`src/residuPkg.sv`:
```
`default_nettype none

package residuPkg;

	////////////////////////////////////////////////////////////////////////////
	// Widths and word types
	////////////////////////////////////////////////////////////////////////////

	// Each memory holds 2048 words
	parameter int addrWidth = 11;

	typedef logic [addrWidth-1:0] addr_t;
	// Speech sample, Q12 coefficient or output word
	typedef logic signed [15:0] sample_t;
	typedef logic signed [31:0] acc_t;
	// Frame length lg, 1 to 40
	typedef logic [5:0] frameLen_t;

	////////////////////////////////////////////////////////////////////////////
	// Pipeline stage records
	////////////////////////////////////////////////////////////////////////////

	// Tag riding alongside one tap read
	typedef struct packed {
		logic valid;
		logic first;
		logic last;
		logic lastOfFrame;
		addr_t resultAddr;
	} tapCmd_t;

	// One finished sum out of the MAC
	typedef struct packed {
		logic valid;
		logic lastOfFrame;
		acc_t sum;
		addr_t resultAddr;
	} macOut_t;

	// Write into the result memory
	typedef struct packed {
		logic en;
		addr_t addr;
		sample_t data;
	} resultWr_t;

	// Sequencer states
	typedef enum logic [1:0] {idle, run, drain} seqState_t;

endpackage

`default_nettype wire

```
`src/residuRound.sv`:
```
`timescale 1ns/1ps
`default_nettype none

module residuRound (
	input  wire logic               clk,
	input  wire logic               rst,
	input  wire residuPkg::macOut_t result,
	// Result memory write, done with the frame's last word
	output residuPkg::resultWr_t    wr,
	output logic                    done
);

	residuPkg::acc_t shifted;
	residuPkg::acc_t rounded;
	logic signed [32:0] wideRound;
	logic wrEn;
	residuPkg::addr_t wrAddr;
	residuPkg::sample_t wrData;

	////////////////////////////////////////////////////////////////////////////
	// L_shl by 3, then round to the high half
	////////////////////////////////////////////////////////////////////////////

	// Top four bits must agree for the shift to fit
	always_comb
	begin
		if (!result.sum[31] && (|result.sum[30:28]))
		begin
			shifted = 32'sh7FFF_FFFF;
		end
		else if (result.sum[31] && !(&result.sum[30:28]))
		begin
			shifted = 32'sh8000_0000;
		end
		else
		begin
			shifted = result.sum <<< 3;
		end
	end

	// Adding 0x8000 can only overflow upward
	assign wideRound = {shifted[31], shifted} + 33'sh0_0000_8000;
	assign rounded = (wideRound[32] != wideRound[31]) ? 32'sh7FFF_FFFF : wideRound[31:0];

	always_ff @(posedge clk)
	begin
		if (rst)
		begin
			wrEn <= 1'b0;
			done <= 1'b0;
		end
		else
		begin
			wrEn <= result.valid;
			// Frame end flag from the MAC
			done <= result.lastOfFrame;
		end
	end

	// Address and word need no reset
	always_ff @(posedge clk)
	begin
		wrAddr <= result.resultAddr;
		wrData <= rounded[31:16];
	end

	assign wr = '{en: wrEn, addr: wrAddr, data: wrData};

	// MAC marks the frame end only on a valid sum
	doneWithWrite: assert property (@(posedge clk) disable iff (rst) done |-> wr.en);

endmodule

`default_nettype wire

```
`config.mk`:
```
export PLATFORM = sky130hd
export DESIGN_NAME = residuRound
export DESIGN_NICKNAME = d
export VERILOG_FILES = /design/src/residuPkg.sv /design/src/residuRound.sv
export SDC_FILE = /design/constraint.sdc
export NUM_CORES = 1
export LEC_CHECK = 0
export BUFFER_PORTS_ARGS = -buffer_cell sky130_fd_sc_hd__buf_2
export CAP_MARGIN = 40
export CORE_MARGIN = 4
export CORE_UTILIZATION = 45
export CTS_BUF_LIST = sky130_fd_sc_hd__clkbuf_16
export DETAILED_ROUTE_END_ITERATION = 10
export GPL_TIMING_DRIVEN = 0
export PLACE_DENSITY = 0.8
export RECOVER_POWER = 50
export SETUP_SLACK_MARGIN = 0.05
export SLEW_MARGIN = 10
export SYNTH_ARGS = -nofsm -noshare
export SYNTH_HDL_FRONTEND = slang
export SYNTH_SLANG_ARGS = --single-unit
```
`constraint.sdc`:
```
create_clock -name clk -period 7.2 [get_ports clk]
set_input_delay 0.36 -clock clk [delete_from_list [all_inputs] [get_ports clk]]
set_output_delay 0.36 -clock clk [all_outputs]
set_load 0.05 [all_outputs]
```
==> reports/metrics.cfg <==
[placed_design]
gp_congestion = 0.9332
io_buffers = 60
dp_slack_ns = 3.663
dp.cells = 268
dpl.hpwl_um = 2728

[pwr]
pwr-share-clk_pct = 46.9
p_sw_uw = 158.2
p_comb_share_pct = 21.5
sw_frac_of_total_pct = 28.18
p_seq_share_pct = 31.7
leakagePower_uw = 0.0008376
power_density_mw_per_mm2 = 287.9
irDropWorstVdd_v = 0.0001266
p_int_uw = 403.3

[clock_tree]
cts_buffers = 5
cts.sinks = 29
cts_max_path_buffers = 2
cts_root_buffer = clkbuf_16
path_clk_slew_ns = 0.05
post_cts_resized = 0
htreeDepth = 2
cts_tree = done
post_cts_buffers = 0
cts_hold_buffers = 0

[floorplan]
std_cell_rows = 20
coreArea_mm2 = 0.003053
initial_core_util_pct = 46.68
fp.dieW_um = 64.28
io_pins = 76
die_area_mm2 = 0.004131
die_h_um = 64.28

[sta]
hold_viol = 0
worst_pin_slew_ns = 0.6185
worst_slack_ns = 3.923
hold_ws_ns = 0.1873
fin_crit_ns = 3.277
final.setup.tns_ns = 0
slew_headroom_pct = 58.94
rsz0062_at_grt = no
fmax_mhz = 305.2
drv_slew = 0
setup_viol = 0
finalCritPeriodShare_pct = 45.51

[layout]
fillers = 276
nets = 279
layout_common_cells = buf_2 (47), dfxtp_1 (29), clkbuf_1 (20), o21ai_0 (16), nand2_1 (12)
area_growth_pct = 36.87
drive_gt1_share_pct = 28.45
n_antenna_cell = 0
final_common_cell = buf_2
stdcell_count = 276
utilization_pct = 63.89

[routing]
drc = 0
num_vias = 1472
drtPass1Iterations = 4
final_antenna_net_count = 0
avgRoutedWirePerCell_um = 13.50
via_per_inst = 5.333
wl_met1_um = 1497
drt-total-wl_um = 3725
top_layer = met4
drt_iter0_drc = 50
wl_met3_um = 432
route.met2.wl_um = 1733

[logic_synthesis]
netlist_area_mm2 = 0.001425
synthDistinctLibCells = 45
synth_cells = 164
synth.net_count = 212
yosys_most_used_dff = dfxtp_1
ys_ff_latch = 29
yosys.area.top_type = dfxtp_1
ys_warn_count = 0
ys_top_cells_by_area = dfxtp_1 (41%), o21ai_0 (5.6%), a21oi_1 (3.5%)
synth-edff-count = 0
synth.avg_cell_area_um2 = 8.690
async_flop_share_pct = 0
synth_top_area_share_pct = 40.74
ys_seq_area_share_pct = 40.74

[critical_path]
cpLargestDelayFamily = buffers and inverters
crit_arrival_ns = 3.42
path_depth = 15
cp_cell_sequence = buf_2 -> buf_4 -> nor3_1 -> nor2_1 -> clkbuf_1 -> clkbuf_1 -> nor2_1 -> nor2_1 -> ha_1 -> o211ai_4 -> or3_1 -> buf_6 -> xnor2_4 -> buf_6 -> o22ai_1
setup.worst_path.end = wrData[2]$_SDFF_PP1_
crit_path_start_kind = primary input
critPathCaptureType = flip-flop
worst_path_most_repeated_cell = nor2_1
cp.required_ns = 7.34
critPathKind = in2reg
cp_slowest_cell = nor2_1
worstPathMaxFanout = 10
path_buf_inv = 6
startpoint = result[40]
critPathMaxStageDelay_ns = 0.41

[grt]
grt_pass1_wl_um = 6113
grt_max_degree = 11
grt_usage_pct = 18.78
grt_pass1_vias = 1388
overflow = 0
antenna_found_initial = 0

[worst_hold_path]
holdCritPathClass = in2reg
hold_depth = 1

[run_status]
outcome = completed

[job]
max_cap_violations = 0

cells in the mapped netlist (3+ instances only):
library cell   n
dfxtp_1       29
o21ai_0       16
nand2_1       12
nor2_1        11
a21oi_1       10
nor3_1         6
nand3_1        5
o22ai_1        5
clkbuf_1       4
inv_1          4
nor4_1         4
xor2_1         4
a211oi_1       3
buf_2          3
nor2b_1        3
o21a_1         3
o21ai_1        3
cell type report:
cell class	count	area, um^2	share of cell area, %
sequential	29	580.6	29.76
clock buffer	5	125.1	6.414
inverter	4	15.01	0.7697
clock inverter	3	65.06	3.335
buffer	11	67.56	3.464
timing repair buffer	60	280.3	14.37
multi-input combinational	120	762.0	39.06
tap	44	55.05	2.822
kinds of logic (layout without fill, tap and decap cells):
| logic type | Yosys count | count (layout) | synth area share [%] |
|---|---|---|---|
| AO/OA/AOI/OAI | 59 | 59 | 28.18 |
| AND/OR/NAND/NOR | 53 | 53 | 18.79 |
| flip-flops | 29 | 29 | 40.74 |
| buffers and inverters | 15 | 83 | 5.793 |
| XOR/XNOR | 7 | 7 | 5.619 |
| adder cells (fa/ha/maj) | 1 | 1 | 0.8778 |
how the worst min path moves through the flow:
stage,start,to,slack [ns]
after floorplan,result[0],wrAddr[0]$_DFF_P_,0.39
after global placement,result[9],wrAddr[9]$_DFF_P_,0.46
after detailed placement,result[10],wrAddr[10]$_DFF_P_,0.46
after CTS,result[2],wrAddr[2]$_DFF_P_,0.18
after global routing,result[10],wrAddr[10]$_DFF_P_,0.18
final,result[2],wrAddr[2]$_DFF_P_,0.19
metrics by stage:
stage / cell area [um^2] / power, uW
after floorplan: 1425 / 269.1
after global placement: 1780 / 300.3
after detailed placement: 1780 / 302.1
after CTS: 1971 / 567.9
after global routing: 1951 / 584.6
final: 1951 / 561.5
power by group through the flow:
stage               Combinational (uW)  Sequential, uW  Clock, uW
CTS                                123             178        268
detailed placement                 122             180          0
global placement                   120             180          0
floorplan                         40.3             229          0
finish                             121             178        263
global route                       129             179        277
registers in the layout, summed over array words and instances (netlist names):
signal / cells
done: 1
wrAddr: 11
wrEn: 1
wrData: 16
layer usage:
layer / vias to the layer above / track usage (%)
li1: 731 / -
met1: 664 / 20.30
met2: 72 / 32.47
met3: 5 / 6.678
met4: 0 / 8.707
met5: - / 0
(Power assumes the default switching activity.)
