## config.mk

```make
export PLATFORM = sky130hd
export DESIGN_NAME = residuSequencer
export DESIGN_NICKNAME = d
export VERILOG_FILES = /design/src/residuPkg.sv /design/src/residuSequencer.sv
export SDC_FILE = /design/constraint.sdc
export NUM_CORES = 1
export LEC_CHECK = 0
export BUFFER_PORTS_ARGS = -buffer_cell sky130_fd_sc_hd__buf_4
export CORE_ASPECT_RATIO = 2
export CORE_MARGIN = 10
export CORE_UTILIZATION = 50
export DETAILED_ROUTE_END_ITERATION = 16
export PLACE_DENSITY = 0.69
export SETUP_SLACK_MARGIN = 0.5
export SYNTH_ARGS = -nofsm -noshare
export SYNTH_HDL_FRONTEND = slang
export SYNTH_SLANG_ARGS = --single-unit
```

## constraint.sdc

```tcl
create_clock -name clk -period 7.6 [get_ports clk]
set_clock_uncertainty 0.05 [all_clocks]
set_input_delay 1.9 -clock clk [delete_from_list [all_inputs] [get_ports clk]]
set_output_delay 1.9 -clock clk [all_outputs]
set_load 0.005 [all_outputs]
```

## src/residuPkg.sv

```systemverilog
`default_nettype none

package residuPkg;

	////////////////////////////////////////////////////////////////////////////
	// Widths and word types
	////////////////////////////////////////////////////////////////////////////

	// Each memory holds 2048 words
	parameter int addrWidth = 11;

	typedef logic [addrWidth-1:0] addr_t;
	// Speech sample, Q12 coefficient or output word
	typedef logic signed [15:0] sample_t;
	typedef logic signed [31:0] acc_t;
	// Frame length lg, 1 to 40
	typedef logic [5:0] frameLen_t;

	////////////////////////////////////////////////////////////////////////////
	// Pipeline stage records
	////////////////////////////////////////////////////////////////////////////

	// Tag riding alongside one tap read
	typedef struct packed {
		logic valid;
		logic first;
		logic last;
		logic lastOfFrame;
		addr_t resultAddr;
	} tapCmd_t;

	// One finished sum out of the MAC
	typedef struct packed {
		logic valid;
		logic lastOfFrame;
		acc_t sum;
		addr_t resultAddr;
	} macOut_t;

	// Write into the result memory
	typedef struct packed {
		logic en;
		addr_t addr;
		sample_t data;
	} resultWr_t;

	// Sequencer states
	typedef enum logic [1:0] {idle, run, drain} seqState_t;

endpackage

`default_nettype wire

```

## src/residuSequencer.sv

```systemverilog
`timescale 1ns/1ps
`default_nettype none

module residuSequencer #(
	parameter int lpcOrder = 10
) (
	input  wire logic                clk,
	input  wire logic                rst,
	// Frame control
	input  wire logic                start,
	input  wire residuPkg::frameLen_t lg,
	input  wire residuPkg::addr_t    coefBase,
	input  wire residuPkg::addr_t    sampleBase,
	input  wire residuPkg::addr_t    resultBase,
	input  wire logic                done,
	// Tap reads and their tag
	output residuPkg::addr_t         coefRdAddr,
	output residuPkg::addr_t         sampleRdAddr,
	output residuPkg::tapCmd_t       tap,
	output logic                     busy
);

	// Tap counter runs 0 to lpcOrder
	localparam int tapWidth = (lpcOrder > 0) ? $clog2(lpcOrder + 1) : 1;
	localparam logic [tapWidth-1:0] lastTap = tapWidth'(lpcOrder);

	residuPkg::seqState_t state;
	residuPkg::frameLen_t lgQ;
	residuPkg::frameLen_t outCnt;
	residuPkg::addr_t coefBaseQ;
	residuPkg::addr_t sampleBaseQ;
	residuPkg::addr_t resultBaseQ;
	logic [tapWidth-1:0] tapCnt;
	// Tag for the read issued this cycle
	residuPkg::tapCmd_t issueTag;
	logic tapIsLast;
	logic outIsLast;

	assign tapIsLast = tapCnt == lastTap;
	assign outIsLast = outCnt == lgQ - residuPkg::frameLen_t'(1);
	assign busy = state != residuPkg::idle;

	////////////////////////////////////////////////////////////////////////////
	// Frame FSM
	////////////////////////////////////////////////////////////////////////////

	always_ff @(posedge clk)
	begin
		if (rst)
		begin
			state <= residuPkg::idle;
			outCnt <= '0;
			tapCnt <= '0;
		end
		else
		begin
			case (state)
				residuPkg::idle:
				begin
					// Start while busy never reaches here
					if (start)
					begin
						state <= residuPkg::run;
						outCnt <= '0;
						tapCnt <= '0;
					end
				end
				residuPkg::run:
				begin
					// One tap per cycle, no gaps between outputs
					if (tapIsLast)
					begin
						tapCnt <= '0;
						outCnt <= outCnt + residuPkg::frameLen_t'(1);
						if (outIsLast)
						begin
							state <= residuPkg::drain;
						end
					end
					else
					begin
						tapCnt <= tapCnt + tapWidth'(1);
					end
				end
				residuPkg::drain:
				begin
					// Wait for the last result write
					if (done)
					begin
						state <= residuPkg::idle;
					end
				end
				default:
				begin
					state <= residuPkg::idle;
				end
			endcase
		end
	end

	// Frame setup captured on an accepted start
	always_ff @(posedge clk)
	begin
		if (state == residuPkg::idle && start)
		begin
			lgQ <= lg;
			coefBaseQ <= coefBase;
			sampleBaseQ <= sampleBase;
			resultBaseQ <= resultBase;
		end
	end

	////////////////////////////////////////////////////////////////////////////
	// Issue stage and tag alignment
	////////////////////////////////////////////////////////////////////////////

	// coef at base+j, sample at base+n-j
	always_ff @(posedge clk)
	begin
		coefRdAddr <= coefBaseQ + residuPkg::addr_t'(tapCnt);
		sampleRdAddr <= sampleBaseQ + residuPkg::addr_t'(outCnt) - residuPkg::addr_t'(tapCnt);
	end

	always_ff @(posedge clk)
	begin
		if (rst)
		begin
			issueTag <= '0;
			tap <= '0;
		end
		else
		begin
			issueTag.valid <= state == residuPkg::run;
			issueTag.first <= tapCnt == '0;
			issueTag.last <= tapIsLast;
			issueTag.lastOfFrame <= tapIsLast && outIsLast;
			issueTag.resultAddr <= resultBaseQ + residuPkg::addr_t'(outCnt);
			// Second register lines up with RAM read data
			tap <= issueTag;
		end
	end

	// Pipeline empty once back in idle
	idleNoTag: assert property (@(posedge clk) disable iff (rst)
		state == residuPkg::idle |-> !tap.valid);

	// Done arrives only in drain, so busy covers the whole frame
	drainBusy: assert property (@(posedge clk) disable iff (rst)
		done |-> state == residuPkg::drain);

endmodule

`default_nettype wire

```

==> results_dict.tcl, run 1 <==
set metrics [dict create \
    peakVddDrop_v 0.000167 \
    cts_root_buffer "clkbuf_16" \
    hold_path.class "reg -> reg" \
    drt-wirelength-per-cell_um 15.1 \
    nets 540 \
    power_density_mw_per_mm2 229 \
    coreArea_mm2 0.00853 \
    syn_to_final_growth_pct 22.9 \
    clk_pin_slew_ns 0.07 \
    die_x_um 85.8 \
    syn_nets 453 \
    synth_async_sr_flop_share_pct 0 \
    synth_area_mm2 0.00433 \
    synthFlopType "dfxtp_1" \
    gp_congestion 0.799 \
    drc_errors 0 \
    cap_violations 0 \
    grt_pass1_vias 3050 \
    final_hold_viol_count 0 \
    seq_area_frac_synth_pct 56.6 \
    drt_iter0_markers 99 \
    path_max_fanout 6 \
    die-area_mm2 0.0130 \
    period_minus_slack_ns 3.13 \
    drtPass1Iterations 4 \
    hold_buffers 0 \
    start_util_pct 50.8 \
    ys_top_cells_by_count "64 x dfxtp_1, 43 x inv_1, 39 x edfxtp_1" \
    postRouteAntennaNets 0 \
    finalCritPeriodShare_pct 41.2 \
    p_leak_nw 2.31 \
    synth-edff-count 39 \
    fp.dieH_um 152 \
    critical_path_class "reg -> out" \
    cp-start-kind "register" \
    globalRouteOverflowTotal 0 \
    worst_slew_pin_slew_ns 1.11 \
    finalWirelength_mm 8.57 \
    avgViaCountPerCell 5.12 \
    cts_sinks 103 \
    yosysWarnings 0 \
    ys_types 47 \
    route.vias.total 2909 \
    clock_path_buffers 2 \
    drive_above_1_share_pct 21.6 \
    fin_hold_ws_ns 0.382 \
    ctsResizeCount 0 \
    synth_most_common_cell "dfxtp_1" \
    synth_area_leaders "dfxtp_1 30%, edfxtp_1 27%, ha_1 8.1%" \
    finalPower_mw 1.22 \
    required_ns 5.65 \
    cts_made_buffers 9 \
    setup_tns_ns 0 \
    end_kind "output pin" \
    grt_pass1_wl_mm 13.7 \
    ys_ff_latch 103 \
    grt_max_degree 41 \
    rsz0062_at_grt "false" \
    ctsHtreeMaxLevel 3 \
    hpwl_mm 6.65 \
    synth_top_area_share_pct 29.6 \
    antenna_cells 0 \
    drv_slew 0 \
    netlist_instances 376 \
    setup_viol 0 \
    max_freq_mhz 320 \
    status "completed" \
    yosys.area.top_type "dfxtp_1" \
    antenna_found_initial 0 \
    synth.avg_cell_area_um2 11.5 \
    grt_util_all_layers_pct 13.4 \
    ios 81 \
    clk_latency_ns 0.34 \
    fp-row-count 48 \
    critPathArrivalTime_ns 1.18 \
    cts_setup_buffers 0 \
    relSlewSlack_pct 25.8 \
    portBuffers 80 \
    cts_tree "yes" \
]
-- logic make-up after synthesis --
kind of cell	count (synthesis)	synth area share, %
compound gates	57	8.72
xor+xnor	33	6.67
fa+ha+maj	34	10.9
buf+inv	47	4.07
flops	103	56.6
mux	2	0.491
simple gates	100	12.6
-- stage by stage --
stage	cell area, um^2	utilization [%]	setup WS [ns]	std cells
after floorplan	4330	-	3.50	376
after CTS	5320	62.4	4.46	568
final	5320	62.4	4.47	568
after detailed placement	5050	59.2	4.20	552
after global routing	5320	62.4	4.42	568
after global placement	5050	59.2	4.24	552
-- layout make-up --
class                           instances  area [um^2]
Clock buffer                           11          233
Clock inverter                          5         41.3
Fill cell                             743         3200
Inverter                               43          161
Multi-Input combinational cell        226         1710
Sequential cell                       103         2450
Tap cell                              100          125
Timing Repair Buffer                   80          601
-- final timing paths --
check / from / end / slack (ns) / cells after the start
setup / recovery: state[0]$_SDFFE_PP0P_ / busy / 4.47 / 2
hold / removal: issueTag[2]$_SDFF_PP0_ / tap[2]$_SDFF_PP0_ / 0.38 / 1
setup reg to reg: outCnt[1]$_SDFFE_PP0P_ / sampleRdAddr[7]$_DFF_P_ / 5.05 / 9
hold reg to reg: issueTag[2]$_SDFF_PP0_ / tap[2]$_SDFF_PP0_ / 0.38 / 1
-- registers in the layout (all words and copies together) (netlist names) --
register,cells
issueTag,15
tap,15
coefBaseQ,11
coefRdAddr,11
resultBaseQ,11
sampleBaseQ,11
sampleRdAddr,11
lgQ,6
outCnt,6
tapCnt,4
state,2
-- metal layers --
metal	wire, um	track usage (%)	vias up
li1	-	-	1464
met1	3090	12.1	1355
met2	4830	25.3	75
met3	433	4.01	15
met4	211	7.62	0
met5	0	0	-
-- report_power, final --
part | internal (mW) | switching (mW) | total [mW]
sequential | 0.621 | 0.0172 | 0.638
clock | 0.226 | 0.200 | 0.425
combinational | 0.0837 | 0.0747 | 0.158
-- critical path: stages, from the launching register on --
cell	delay, ns
dfxtp_1	0.36
or2_2	0.33
buf_4	0.15
-- cell usage in the layout (no fill, tap or decap), types with 3 or more instances in the layout --
master / netlist / final
dfxtp_1: 64 / 64
buf_4: 0 / 80
a211oi_1: 3 / 3
and3_1: 6 / 6
o21ai_0: 10 / 10
inv_6: 0 / 3
or3_1: 3 / 3
nand2b_1: 8 / 8
fa_1: 6 / 6
a21o_1: 5 / 5
nand2_1: 10 / 10
xor2_1: 9 / 9
o21bai_1: 3 / 3
nand3_1: 9 / 9
nor2_1: 25 / 24
ha_1: 28 / 28
inv_1: 43 / 43
nand3b_1: 4 / 4
nor2b_1: 20 / 20
nor3_1: 3 / 3
o31ai_1: 3 / 3
o211ai_1: 3 / 3
xnor2_1: 24 / 24
a21oi_1: 15 / 15
edfxtp_1: 39 / 39
clkbuf_16: 0 / 9
Power figures use the tool's default switching activity.
==> run 2, diff against run 1 <==
- clock period: 7.6 -> 3 ns (I/O delays scaled with it)
==> run 2 against run 1 <==
- sequential share of layout area decreased by 0.38 points
- largest cell class unchanged
- non-clock buffer count is 1 higher
- largest power group unchanged
- worst setup slack got worse by 3.9 ns
- final cell count is 0.18% higher
- first-iteration DRC count rose by 12%
==> results_dict.tcl, run 2 (synthesis gave the netlist of run 1 again) <==
set metrics [dict create \
    use_met1_pct 12.4 \
    top_usage_layer "met2" \
    rsz0062_at_grt "true" \
    fill_cells 710 \
    drtPass1Iterations 4 \
    avgViaCountPerCell 5.17 \
    grt_max_degree 39 \
    setup_viol 0 \
    grtUsageMet2_pct 24.9 \
    clk_latency_ns 0.35 \
    coreArea_mm2 0.00853 \
    finalCritPeriodShare_pct 80.2 \
    period_minus_slack_ns 2.41 \
    timing.rr.start "outCnt[2]$_SDFFE_PP0P_" \
    drive_above_1_share_pct 23.2 \
    drt-wirelength-per-cell_um 15.2 \
    drc_errors 0 \
    clock_path_buffers 2 \
    end_kind "register" \
    gp_congestion 0.841 \
    cts_made_buffers 9 \
    setup_tns_ns 0 \
    antenna_cells 0 \
    hold_end "tap[14]$_SDFF_PP0_" \
    cts_setup_buffers 0 \
    crit_top_cell "inv_1" \
    hold_path.class "reg -> reg" \
    setup_slack_ns 0.594 \
    r2r-end "sampleRdAddr[10]$_DFF_P_" \
    grt_pass1_vias 3069 \
    path_max_fanout 5 \
    cp_slowest_stage_delay_ns 0.54 \
    finalPower_mw 3.15 \
    route.vias.total 2944 \
    cts_tree "yes" \
    grt_util_all_layers_pct 13.8 \
    critical_path_class "reg -> reg" \
    fin_hold_ws_ns 0.386 \
    final_common_cell "buf_4" \
    postRouteAntennaNets 0 \
    cp-start-kind "register" \
    cts_root_buffer "clkbuf_16" \
    critPathArrivalTime_ns 2.59 \
    largestRegisters "issueTag (15), tap (15)" \
    fp-row-count 48 \
    p_leak_nw 2.33 \
    clk_pin_slew_ns 0.07 \
    ios 81 \
    cts_sinks 103 \
    layout_common_cells "80 x buf_4, 62 x dfxtp_1, 43 x inv_1" \
    portBuffers 80 \
    start_util_pct 50.8 \
    path_cells "inv_1 -> fa_1 -> inv_1 -> ha_1 -> a21oi_2 -> o211ai_1 -> a221o_1 -> xnor2_1" \
    die-area_mm2 0.0130 \
    drt_iter0_markers 111 \
    max_freq_mhz 416 \
    holdPathStages 1 \
    power_density_mw_per_mm2 587 \
    met3_usage_pct 4.66 \
    globalRouteOverflowTotal 0 \
    finalWirelength_mm 8.62 \
    grt_pass1_wl_mm 14.1 \
    fp.dieH_um 152 \
    nets 541 \
    worst_slew_pin_slew_ns 0.537 \
    die_x_um 85.8 \
    drv_slew 0 \
    peakVddDrop_v 0.000385 \
    cp_slowest_cell "fa_1" \
    antenna_found_initial 0 \
    ctsHtreeMaxLevel 3 \
    required_ns 3.18 \
    ff_latch_area_mm2 0.00245 \
    r2r_setup_slack_ns 0.59 \
    post-place-ws_ns 0.539 \
    status "completed" \
    final_hold_viol_count 0 \
    syn_to_final_growth_pct 24.1 \
    r2r_cells 8 \
    holdCritStartpoint "issueTag[14]$_SDFF_PP0_" \
    hpwl_mm 6.80 \
    multi_input_area_mm2 0.00172 \
    cap_violations 0 \
    relSlewSlack_pct 64.1 \
]
[run 2: cell types whose count changed in the layout (fill, tap and decap cells not counted), sizes merged]
cell	previous run	this run
buf	80	81
clkinvlp	2	1
inv	46	47
clkinv	0	2
clkbuf	11	9
[run 2: how the worst max path moves through the flow]
stage	slack [ns]	to	from
2_1_floorplan	0.70	coefBaseQ[0]$_DFFE_PP_	start
6_report	0.59	sampleRdAddr[10]$_DFF_P_	outCnt[2]$_SDFFE_PP0P_
3_3_place_gp	0.57	sampleRdAddr[7]$_DFF_P_	outCnt[1]$_SDFFE_PP0P_
3_5_place_dp	0.54	sampleRdAddr[7]$_DFF_P_	outCnt[3]$_SDFFE_PP0P_
4_1_cts	0.52	sampleRdAddr[7]$_DFF_P_	outCnt[3]$_SDFFE_PP0P_
5_1_grt	0.50	sampleRdAddr[10]$_DFF_P_	outCnt[2]$_SDFFE_PP0P_
[run 2: area by class of cell]
class	instances	area share [%]
clock inverter	7	1.19
inverter	43	3.00
sequential	103	45.7
tap	100	2.33
timing repair buffer	81	11.5
multi-input combinational	226	32.1
clock buffer	9	4.19
[run 2: per-layer routing]
metal  up-vias  wire length, um
met1      1374             3070
met5         -                0
li1       1469                -
met2        75             4710
met3        26              371
met4         0              477
[run 2: power breakdown]
group	internal, mW	switching (mW)	total (mW)	leakage (nW)
clock network	0.583	0.541	1.12	0.142
logic	0.219	0.194	0.413	1.29
registers	1.57	0.0453	1.62	0.904
[run 2: critical path: cells and delay by family (launching register included)]
family	cells	cell delay, ns
DFF	1	0.40
AOI/OAI and AO/OA	3	0.69
adders and majority gates	2	0.90
buffers and inverters	2	0.15
xor gates and xnor gates	1	0.12
[run 2: repair_timing]
item / 4_1_cts / 5_1_grt
hold buffers: 0 / 0
endpoints found under the setup margin: 0 / 5
endpoints found under the hold margin: 0 / 0
gates resized for setup: 0 / 5
[run 2: per-stage QoR]
step / area (um^2) / std cells / util, %
global route: 5370 / 569 / 63.0
CTS: 5360 / 569 / 62.8
global placement: 5070 / 553 / 59.4
floorplan: 4330 / 376 / -
finish: 5370 / 569 / 63.0
detailed placement: 5070 / 553 / 59.4
