`config.mk`:
```
export PLATFORM = sky130hd
export DESIGN_NAME = residuMac
export DESIGN_NICKNAME = d
export VERILOG_FILES = /design/src/residuPkg.sv /design/src/residuMac.sv
export SDC_FILE = /design/constraint.sdc
export NUM_CORES = 1
export LEC_CHECK = 0
export BUFFER_PORTS_ARGS = -buffer_cell sky130_fd_sc_hd__buf_4
export CORE_UTILIZATION = 60
export CTS_BUF_LIST = sky130_fd_sc_hd__clkbuf_16
export DETAILED_ROUTE_END_ITERATION = 8
export GPL_TIMING_DRIVEN = 0
export MAX_ROUTING_LAYER = met4
export PLACE_DENSITY_LB_ADDON = 0.2
export SLEW_MARGIN = 20
export SYNTH_ARGS = -nofsm -noshare
export SYNTH_HDL_FRONTEND = slang
export SYNTH_SLANG_ARGS = --single-unit
```
`constraint.sdc`:
```
create_clock -name clk -period 14.4 [get_ports clk]
set_input_delay 0.72 -clock clk [delete_from_list [all_inputs] [get_ports clk]]
set_output_delay 0.72 -clock clk [all_outputs]
set_load 0.05 [all_outputs]
```
`src/residuPkg.sv`:
```
`default_nettype none

package residuPkg;

	////////////////////////////////////////////////////////////////////////////
	// Widths and word types
	////////////////////////////////////////////////////////////////////////////

	// Each memory holds 2048 words
	parameter int addrWidth = 11;

	typedef logic [addrWidth-1:0] addr_t;
	// Speech sample, Q12 coefficient or output word
	typedef logic signed [15:0] sample_t;
	typedef logic signed [31:0] acc_t;
	// Frame length lg, 1 to 40
	typedef logic [5:0] frameLen_t;

	////////////////////////////////////////////////////////////////////////////
	// Pipeline stage records
	////////////////////////////////////////////////////////////////////////////

	// Tag riding alongside one tap read
	typedef struct packed {
		logic valid;
		logic first;
		logic last;
		logic lastOfFrame;
		addr_t resultAddr;
	} tapCmd_t;

	// One finished sum out of the MAC
	typedef struct packed {
		logic valid;
		logic lastOfFrame;
		acc_t sum;
		addr_t resultAddr;
	} macOut_t;

	// Write into the result memory
	typedef struct packed {
		logic en;
		addr_t addr;
		sample_t data;
	} resultWr_t;

	// Sequencer states
	typedef enum logic [1:0] {idle, run, drain} seqState_t;

endpackage

`default_nettype wire

```
`src/residuMac.sv`:
```
`timescale 1ns/1ps
`default_nettype none

module residuMac (
	input  wire logic               clk,
	input  wire logic               rst,
	// Aligned tap from the memories
	input  wire residuPkg::tapCmd_t tap,
	input  wire residuPkg::sample_t coef,
	input  wire residuPkg::sample_t sample,
	// Finished sum, one cycle after the last tap
	output residuPkg::macOut_t      result
);

	residuPkg::acc_t product;
	residuPkg::acc_t doubled;
	residuPkg::acc_t base;
	residuPkg::acc_t satSum;
	residuPkg::acc_t acc;
	// One guard bit for overflow detection
	logic signed [32:0] wideSum;

	residuPkg::acc_t resultSum;
	residuPkg::addr_t resultAddrQ;
	logic resultValid;
	logic resultLast;

	////////////////////////////////////////////////////////////////////////////
	// L_mac datapath
	////////////////////////////////////////////////////////////////////////////

	// 16x16 signed product fits in 32 bits
	assign product = coef * sample;

	// Doubling overflows only for -32768 * -32768
	assign doubled = (product == 32'sh4000_0000) ? 32'sh7FFF_FFFF : product <<< 1;

	// Fresh sum on the first tap of an output
	assign base = tap.first ? '0 : acc;
	assign wideSum = {base[31], base} + {doubled[31], doubled};

	// Clip to 32 bits
	always_comb
	begin
		if (wideSum[32] != wideSum[31])
		begin
			satSum = wideSum[32] ? 32'sh8000_0000 : 32'sh7FFF_FFFF;
		end
		else
		begin
			satSum = wideSum[31:0];
		end
	end

	// Running sum
	always_ff @(posedge clk)
	begin
		if (tap.valid)
		begin
			acc <= satSum;
		end
	end

	////////////////////////////////////////////////////////////////////////////
	// Output register
	////////////////////////////////////////////////////////////////////////////

	always_ff @(posedge clk)
	begin
		if (rst)
		begin
			resultValid <= 1'b0;
			resultLast <= 1'b0;
		end
		else
		begin
			resultValid <= tap.valid && tap.last;
			resultLast <= tap.valid && tap.last && tap.lastOfFrame;
		end
	end

	always_ff @(posedge clk)
	begin
		resultSum <= satSum;
		resultAddrQ <= tap.resultAddr;
	end

	assign result = '{valid: resultValid, lastOfFrame: resultLast, sum: resultSum,
		resultAddr: resultAddrQ};

	// Taps of one output are never interleaved with another output
	firstUntilLast: assert property (@(posedge clk) disable iff (rst)
		(tap.valid && tap.first && !tap.last) |=>
		(!(tap.valid && tap.first) until_with (tap.valid && tap.last)));

endmodule

`default_nettype wire

```
==> results of run 1 <==
[synthesized netlist by cell type (all sizes together) (7+ instances only)]
library cell and instances:
nor2b 36, maj3 8, a21o 24, o21a 10, nand3 12, clkbuf 39
xnor2 36, nor3 8, o21ai 38, xor2 22, inv 249, edfxtp 32
nand4 7, fa 263, nand2 154, and2 137, o211ai 9, a21oi 63
nand2b 21, dfxtp 45, nor2 49, a211oi 10, and3 8, ha 114
buf 10, o21bai 7
[kinds of logic after synthesis]
group	Yosys count	share of synthesized area
compound gates	192	0.0909
flops	77	0.134
buf+inv	298	0.0835
fa+ha+maj	385	0.488
simple gates	449	0.166
xor+xnor	58	0.0366
mux	1	0.000721
[per-stage QoR]
step | utilization | hold WS (ns) | area [sq um] | cells
floorplan | - | 0.720 | 13900 | 1460
global placement | 0.660 | 0.825 | 14900 | 1838
detailed placement | 0.660 | 0.826 | 14900 | 1838
CTS | 0.674 | 0.473 | 15200 | 1854
global route | 0.674 | 0.463 | 15200 | 1854
finish | 0.674 | 0.476 | 15200 | 1854
[area by class of cell]
type,instances,share of cell area
clock buffer,11,0.0181
multi-input combinational,1085,0.712
inverter,249,0.0613
buffer,49,0.0148
tap,285,0.0234
clock inverter,5,0.00222
sequential,77,0.122
timing repair buffer,93,0.0458
[flip-flops by register name, summed over array words and instances (netlist names)]
signal / cells
acc: 32
resultAddrQ: 11
resultLast: 1
resultSum: 32
resultValid: 1
[worst max-delay path, delay by kind of cell]
family,cells,cell delay (ns)
AND/OR/NAND/NOR,9,1.91
buffers and inverters,9,1.53
AO/OA/AOI/OAI,11,2.79
adder cells (fa/ha/maj),9,4.49
[per-layer routing]
layer / part of all wire / vias to the layer above / wire (microns) / GRT usage
met4: 0.023 / 0 / 770 / 0.0776
met2: 0.50 / 357 / 16500 / 0.497
met5: 0 / - / 0 / -
met3: 0.061 / 58 / 2040 / 0.0290
li1: - / 4806 / - / -
met1: 0.42 / 5280 / 13900 / 0.412
[worst max path at each step]
stage | startpoint | end | slack, ns | depth (start not counted)
2_1_floorplan | coef[15] | acc[14] | 4.99 | 36
3_3_place_gp | sample[3] | acc[0] | 3.11 | 38
3_5_place_dp | coef[15] | acc[23] | 2.91 | 38
4_1_cts | coef[15] | acc[23] | 3.23 | 38
5_1_grt | coef[15] | acc[13] | 2.58 | 38
6_report | sample[3] | acc[10] | 3.10 | 38
==> reports/metrics.yaml, run 1 <==
postRouteAntennaNets: 0
drc: 0
drive_gt1_frac: 0.0860
grt_remaining_overflow: 0
avgSynthCellArea_sq_um: 9.51
final_common_cell: "fa_1"
outcome: "finished, final reports clean"
reg2reg_from: "acc[1]"
firstDrtPassIters: 5
fp.dieW_microns: 154
cts-root-buf: "clkbuf_16"
cts_setup_buffers: 0
whs_path_depth: 1
initialDrtViolationCount: 620
num_rows: 55
post-route-period-util: 0.785
cap_violations: 0
htree_levels: 3
clockBufferDepth: 2
synth_top_area_cell: "fa_1"
cts.clk_slew.worst_paths_ns: 0.06
yosysSeqAreaShare: 0.134
synth_edf_count: 32
path_class: "in -> reg"
hold_path_class: "in -> reg"
finClkSkew_ns: 0.00598
avgRoutedWirePerCell_microns: 17.9
ctsResizeCount: 0
multi_input_area_sq_um: 10900
grt_max_degree: 34
pre_cts_ws_ns: 2.91
worstMarginPinSlew_ns: 0.701
antenna_found_initial: 0
track_usage: 0.305
rsz0062_at_grt: "false"
cts_tree: "done"
setup_violations: 0
crit_slowest_cell: "fa_1"
vias_per_cell: 5.66
ys.flop_type: "dfxtp_1"
rrSetupSlack_ns: 10.31
ioPinCount: 94
period_needed_ns: 11.30
layout_common_cells: "fa_1 (263), inv_1 (248), nand2_1 (154)"
gp_congestion: 0.951
synth_top_area_frac: 0.379
synth_cell_types: 67
hold_path_startpoint: "tap[2]"
initial_utilization: 0.613
insertion_delay_ns: 0.34
setup_tns_ns: 0
cts.sinks: 77
cts_made_buffers: 9
synthesis.area_sq_um: 13900
setup_ws_ns: 3.10
fmax_ghz: 0.0885
die_y_microns: 154
ys_warn_count: 0
worstPathRequired_ns: 14.56
synthTopCellsByArea: "fa_1 (38%), ha_1 (10%), edfxtp_1 (6.9%)"
core_area_sq_um: 22600
antenna_cells: 0
min_to: "resultAddrQ[2]"
fillerInstances: 1832
end_kind: "flop"
hpwl_mm: 28.1
syn_to_final_growth_pct: 9.82
worstPathArrival_ns: 11.46
ys_ff_latch: 77
crit_top_cell: "fa_1"
seq_area_sq_um: 1860
path_max_fanout: 10
hold_viol: 0
cts_hold_buffers: 0
nets: 1990
async_reset_ff_frac: 0
portBuffers: 93
slew_viol_final: 0
grt_pass1_vias: 10700
dieArea_sq_um: 23800
max_slew_margin: 0.533
synth_fp_nets: 1886
totalWireLength_mm: 33.3
slowest_delay_ns: 0.89
cp-start-kind: "input pin"
num_vias: 10500
reg2reg_depth: 15
netlist_instances: 1460
regToRegEndpoint: "acc[23]"
grt_pass1_wl_mm: 54.3
Power of run 1 is left out: the tool's default activity adds up to more than one toggle a clock period on the data nets, which glitch-free logic cannot reach.
==> run 2: changes to the inputs <==
- ABC_AREA: not set -> 1
- clock period: 14.4 -> 10.8 ns (I/O delays scaled with it)
==> reports/metrics.yaml, run 2 <==
finClkSkew_ns: 0.0114
nets: 2507
rsz0062_at_grt: "false"
final_common_cell: "nand2_1"
period_needed_ns: 9.95
fin_area_sq_um: 16300
netlist_instances: 2005
largestRegisters: "acc x32, resultSum x32, resultAddrQ x11"
hpwl_mm: 33.9
ys_top_cells_by_count: "nand2_1 (571), inv_1 (494), fa_1 (263)"
die_y_microns: 161
cts_made_buffers: 9
gp_congestion: 0.948
cts_tree: "done"
fin_hold_ws_ns: 0.296
grt_remaining_overflow: 0
antenna_found_initial: 0
setup_violations: 0
fp.dieW_microns: 161
cts-root-buf: "clkbuf_16"
crit_slowest_cell: "fa_1"
synth_edf_count: 32
crit_top_cell: "nand2_1"
cts.sinks: 77
whs_path_depth: 1
hold_path_class: "in -> reg"
avgSynthCellArea_sq_um: 7.54
fillerInstances: 2184
synth_top_area_cell: "fa_1"
slowest_delay_ns: 0.86
grt_pass1_wl_mm: 65.5
firstDrtPassIters: 7
synth_top_area_frac: 0.348
post-route-period-util: 0.921
synth_cell_types: 45
cts.clk_slew.worst_paths_ns: 0.06
placed_cell_area_sq_um: 16000
max_slew_margin: 0.511
min_to: "resultAddrQ[9]"
synth.most_common_cell: "nand2_1"
ys_warn_count: 0
worstMarginPinSlew_ns: 0.734
vias_per_cell: 5.31
ctsResizeCount: 0
drive_gt1_frac: 0.0590
fmax_ghz: 0.101
layout_common_cells: "nand2_1 (571), inv_1 (495), fa_1 (263)"
outcome: "finished, final reports clean"
yosysSeqAreaShare: 0.123
async_reset_ff_frac: 0
num_vias: 12800
reg2reg_from: "acc[0]"
avgRoutedWirePerCell_microns: 16.3
cap_violations: 0
antenna_cells: 0
track_usage: 0.336
portBuffers: 65
synth_fp_nets: 2431
initial_utilization: 0.616
htree_levels: 3
setup_tns_ns: 0
cts_setup_buffers: 0
grt_pass1_vias: 13300
cp_top_family: "adder cells"
totalWireLength_mm: 39.4
rrSetupSlack_ns: 7.28
worstPathArrival_ns: 10.01
ys.flop_type: "dfxtp_1"
dieArea_sq_um: 25800
grt_max_degree: 34
initialDrtViolationCount: 1026
hold_path_startpoint: "tap[9]"
clockBufferDepth: 2
drc: 0
path_max_fanout: 10
worstPathRequired_ns: 10.86
ioPinCount: 94
syn_to_final_growth_pct: 8.02
fin_util: 0.666
synthTopCellsByArea: "fa_1 (35%), nand2_1 (14%), inv_1 (12%)"
cp-start-kind: "input pin"
insertion_delay_ns: 0.35
reg2reg_depth: 19
regToRegEndpoint: "acc[19]"
path_class: "in -> reg"
hold_viol: 0
num_rows: 57
core_area_sq_um: 24500
ys_ff_latch: 77
postRouteAntennaNets: 0
end_kind: "flop"
critPathBufInv: 6
slew_viol_final: 0
cts_hold_buffers: 0
synthesis.area_sq_um: 15100
==> run 2: worst max path at each step <==
stage,start,to,slack (ns),cells after the start
3_3_place_gp,sample[3],acc[18],0.80,41
2_1_floorplan,sample[3],acc[18],2.44,40
4_1_cts,sample[3],acc[19],0.95,41
3_5_place_dp,sample[3],acc[19],0.67,41
5_1_grt,sample[3],acc[19],0.24,41
6_report,sample[3],acc[19],0.85,41
==> run 2: metal layers <==
layer | part of all wire | routed length, microns | vias to the layer above | track usage
met5 | 0 | 0 | - | -
met4 | 0.023 | 920 | 0 | 0.0866
met3 | 0.089 | 3500 | 76 | 0.0728
met2 | 0.46 | 18300 | 523 | 0.529
met1 | 0.42 | 16700 | 6157 | 0.444
li1 | - | - | 6038 | -
==> run 2: through the flow <==
step / std cells / setup slack (ns)
floorplan: 2005 / 2.44
global placement: 2394 / 0.796
detailed placement: 2394 / 0.675
CTS: 2410 / 0.954
global route: 2410 / 0.237
finish: 2410 / 0.854
==> run 2: cell families (layout without fill, tap and decap cells) <==
family,Yosys count,count (layout),synth area share
buffers and inverters,571,652,0.145
and+or+nand+nor,816,816,0.217
DFF,77,77,0.123
adders and majority gates,377,377,0.443
xor gates and xnor gates,41,41,0.0238
AOI/OAI and AO/OA,123,123,0.0484
==> run 2: area by class of cell <==
class                      count  area (sq um)  share of cell area
buffer                        74           323              0.0198
inverter                     497          1870               0.114
multi-input combinational   1357         11100               0.678
clock inverter                 6          68.8             0.00421
sequential                    77          1860               0.114
tap                          324           405              0.0248
clock buffer                  10           250              0.0153
timing repair buffer          65           488              0.0299
Power of run 2 is left out for the same reason.
==> run 3: changes to the inputs <==
- CORE_UTILIZATION: 60 -> 58
- clock period: 10.8 -> 8.06 ns (I/O delays scaled with it)
==> reports/metrics.yaml, run 3 (synthesis gave the netlist of run 2 again) <==
setup_violations: 0
htree_levels: 3
grt_pass1_wl_mm: 65.4
grt_pass1_vias: 13100
fmax_ghz: 0.127
slew_viol_final: 0
fillerInstances: 1971
cp-start-kind: "input pin"
antenna_found_initial: 0
cts-root-buf: "clkbuf_16"
track_usage: 0.330
cts_made_buffers: 9
die_y_microns: 163
drive_gt1_frac: 0.219
worstPathRequired_ns: 8.16
hold_viol: 0
crit_slowest_cell: "fa_1"
reg2reg_from: "acc[0]"
reg2reg_depth: 18
worstMarginPinSlew_ns: 0.563
largestRegisters: "acc x32, resultSum x32, resultAddrQ x11"
num_vias: 13400
seq_area_sq_um: 1860
pre_cts_ws_ns: -1.61
syn_to_final_growth_pct: 23.6
nets: 2580
path_max_fanout: 7
grt_remaining_overflow: 0
min_to: "resultAddrQ[3]"
cts_hold_buffers: 0
cts.clk_slew.worst_paths_ns: 0.07
routed-wl-met3_mm: 3.79
crit_top_cell: "fa_1"
portBuffers: 65
period_needed_ns: 7.90
cts.sinks: 77
antenna_cells: 0
outcome: "finished, final reports clean"
slowest_delay_ns: 0.57
end_kind: "flop"
dp_cells: 2400
gp_congestion: 0.952
num_rows: 58
clockBufferDepth: 2
dieArea_sq_um: 26700
multi_input_area_sq_um: 12300
rsz0062_at_grt: "true"
worstPathArrival_ns: 8.00
finClkSkew_ns: 0.0124
initial_utilization: 0.595
post-route-period-util: 0.980
grt_max_degree: 34
drc: 0
dr_wl_met2_mm: 20.2
avgRoutedWirePerCell_microns: 17.4
cap_violations: 0
regToRegEndpoint: "acc[11]"
whs_path_depth: 1
vias_per_cell: 5.39
final_cells: 2489
hold_path_class: "in -> reg"
hpwl_mm: 34.1
fp.dieW_microns: 163
fin_area_sq_um: 18700
totalWireLength_mm: 43.3
final_common_cell: "nand2_1"
setup_ws_ns: 0.158
insertion_delay_ns: 0.34
rrSetupSlack_ns: 5.16
path_class: "in -> reg"
top_layer: "met4"
firstDrtPassIters: 8
max_slew_margin: 0.621
layout_common_cells: "nand2_1 (498), inv_1 (478), fa_1 (250)"
initialDrtViolationCount: 1099
hold_path_startpoint: "tap[3]"
cts_tree: "done"
ioPinCount: 94
drt-met1-wl_mm: 18.2
core_area_sq_um: 25400
placed_cell_area_sq_um: 16000
postRouteAntennaNets: 0
-- run 3: cell type report --
cell class	count	share of cell area
well taps	330	0.0221
plain buffers	74	0.0453
clock buffers	9	0.0121
multi-input cells	1357	0.658
clock inverters	7	0.00288
flip-flops and latches	77	0.0997
repair buffers	138	0.0598
inverters	497	0.100
-- run 3: through the flow --
stage,hold WS [ns],util,setup TNS (ns)
floorplan,0.431,-,0
CTS,0.154,0.676,0
global route,0.146,0.736,-3.93
finish,0.157,0.736,0
global placement,0.508,0.631,-94.77
detailed placement,0.508,0.631,-95.70
-- run 3: worst max-delay path by stage --
stage | end | slack (ns) | cells after the start | start
2_1_floorplan | acc[18] | 0.04 | 40 | sample[3]
3_3_place_gp | acc[23] | -1.62 | 45 | coef[8]
3_5_place_dp | acc[17] | -1.61 | 44 | coef[8]
4_1_cts | acc[15] | 0.0001 | 39 | sample[3]
5_1_grt | acc[17] | -0.14 | 43 | coef[4]
6_report | acc[11] | 0.16 | 43 | sample[5]
-- run 3: worst max-delay path: cells and delay by family --
kind / cells / cell delay [ns]
buffers and inverters: 10 / 1.00
AOI/OAI and AO/OA: 3 / 0.45
adders and majority gates: 9 / 3.88
and+or+nand+nor: 21 / 2.27
-- run 3: routing by layer --
metal,track usage,vias to the layer above
li1,-,6195
met1,0.449,6543
met2,0.518,580
met3,0.0609,106
met4,0.0640,0
met5,-,-
-- run 3: what timing repair did --
item                       in CTS  in global routing
buffers inserted               18                 50
resized for setup             200                321
gates cloned                    0                  5
pin swaps                      19                132
setup endpoints to repair      64                 64
Power of run 3 is left out for the same reason.
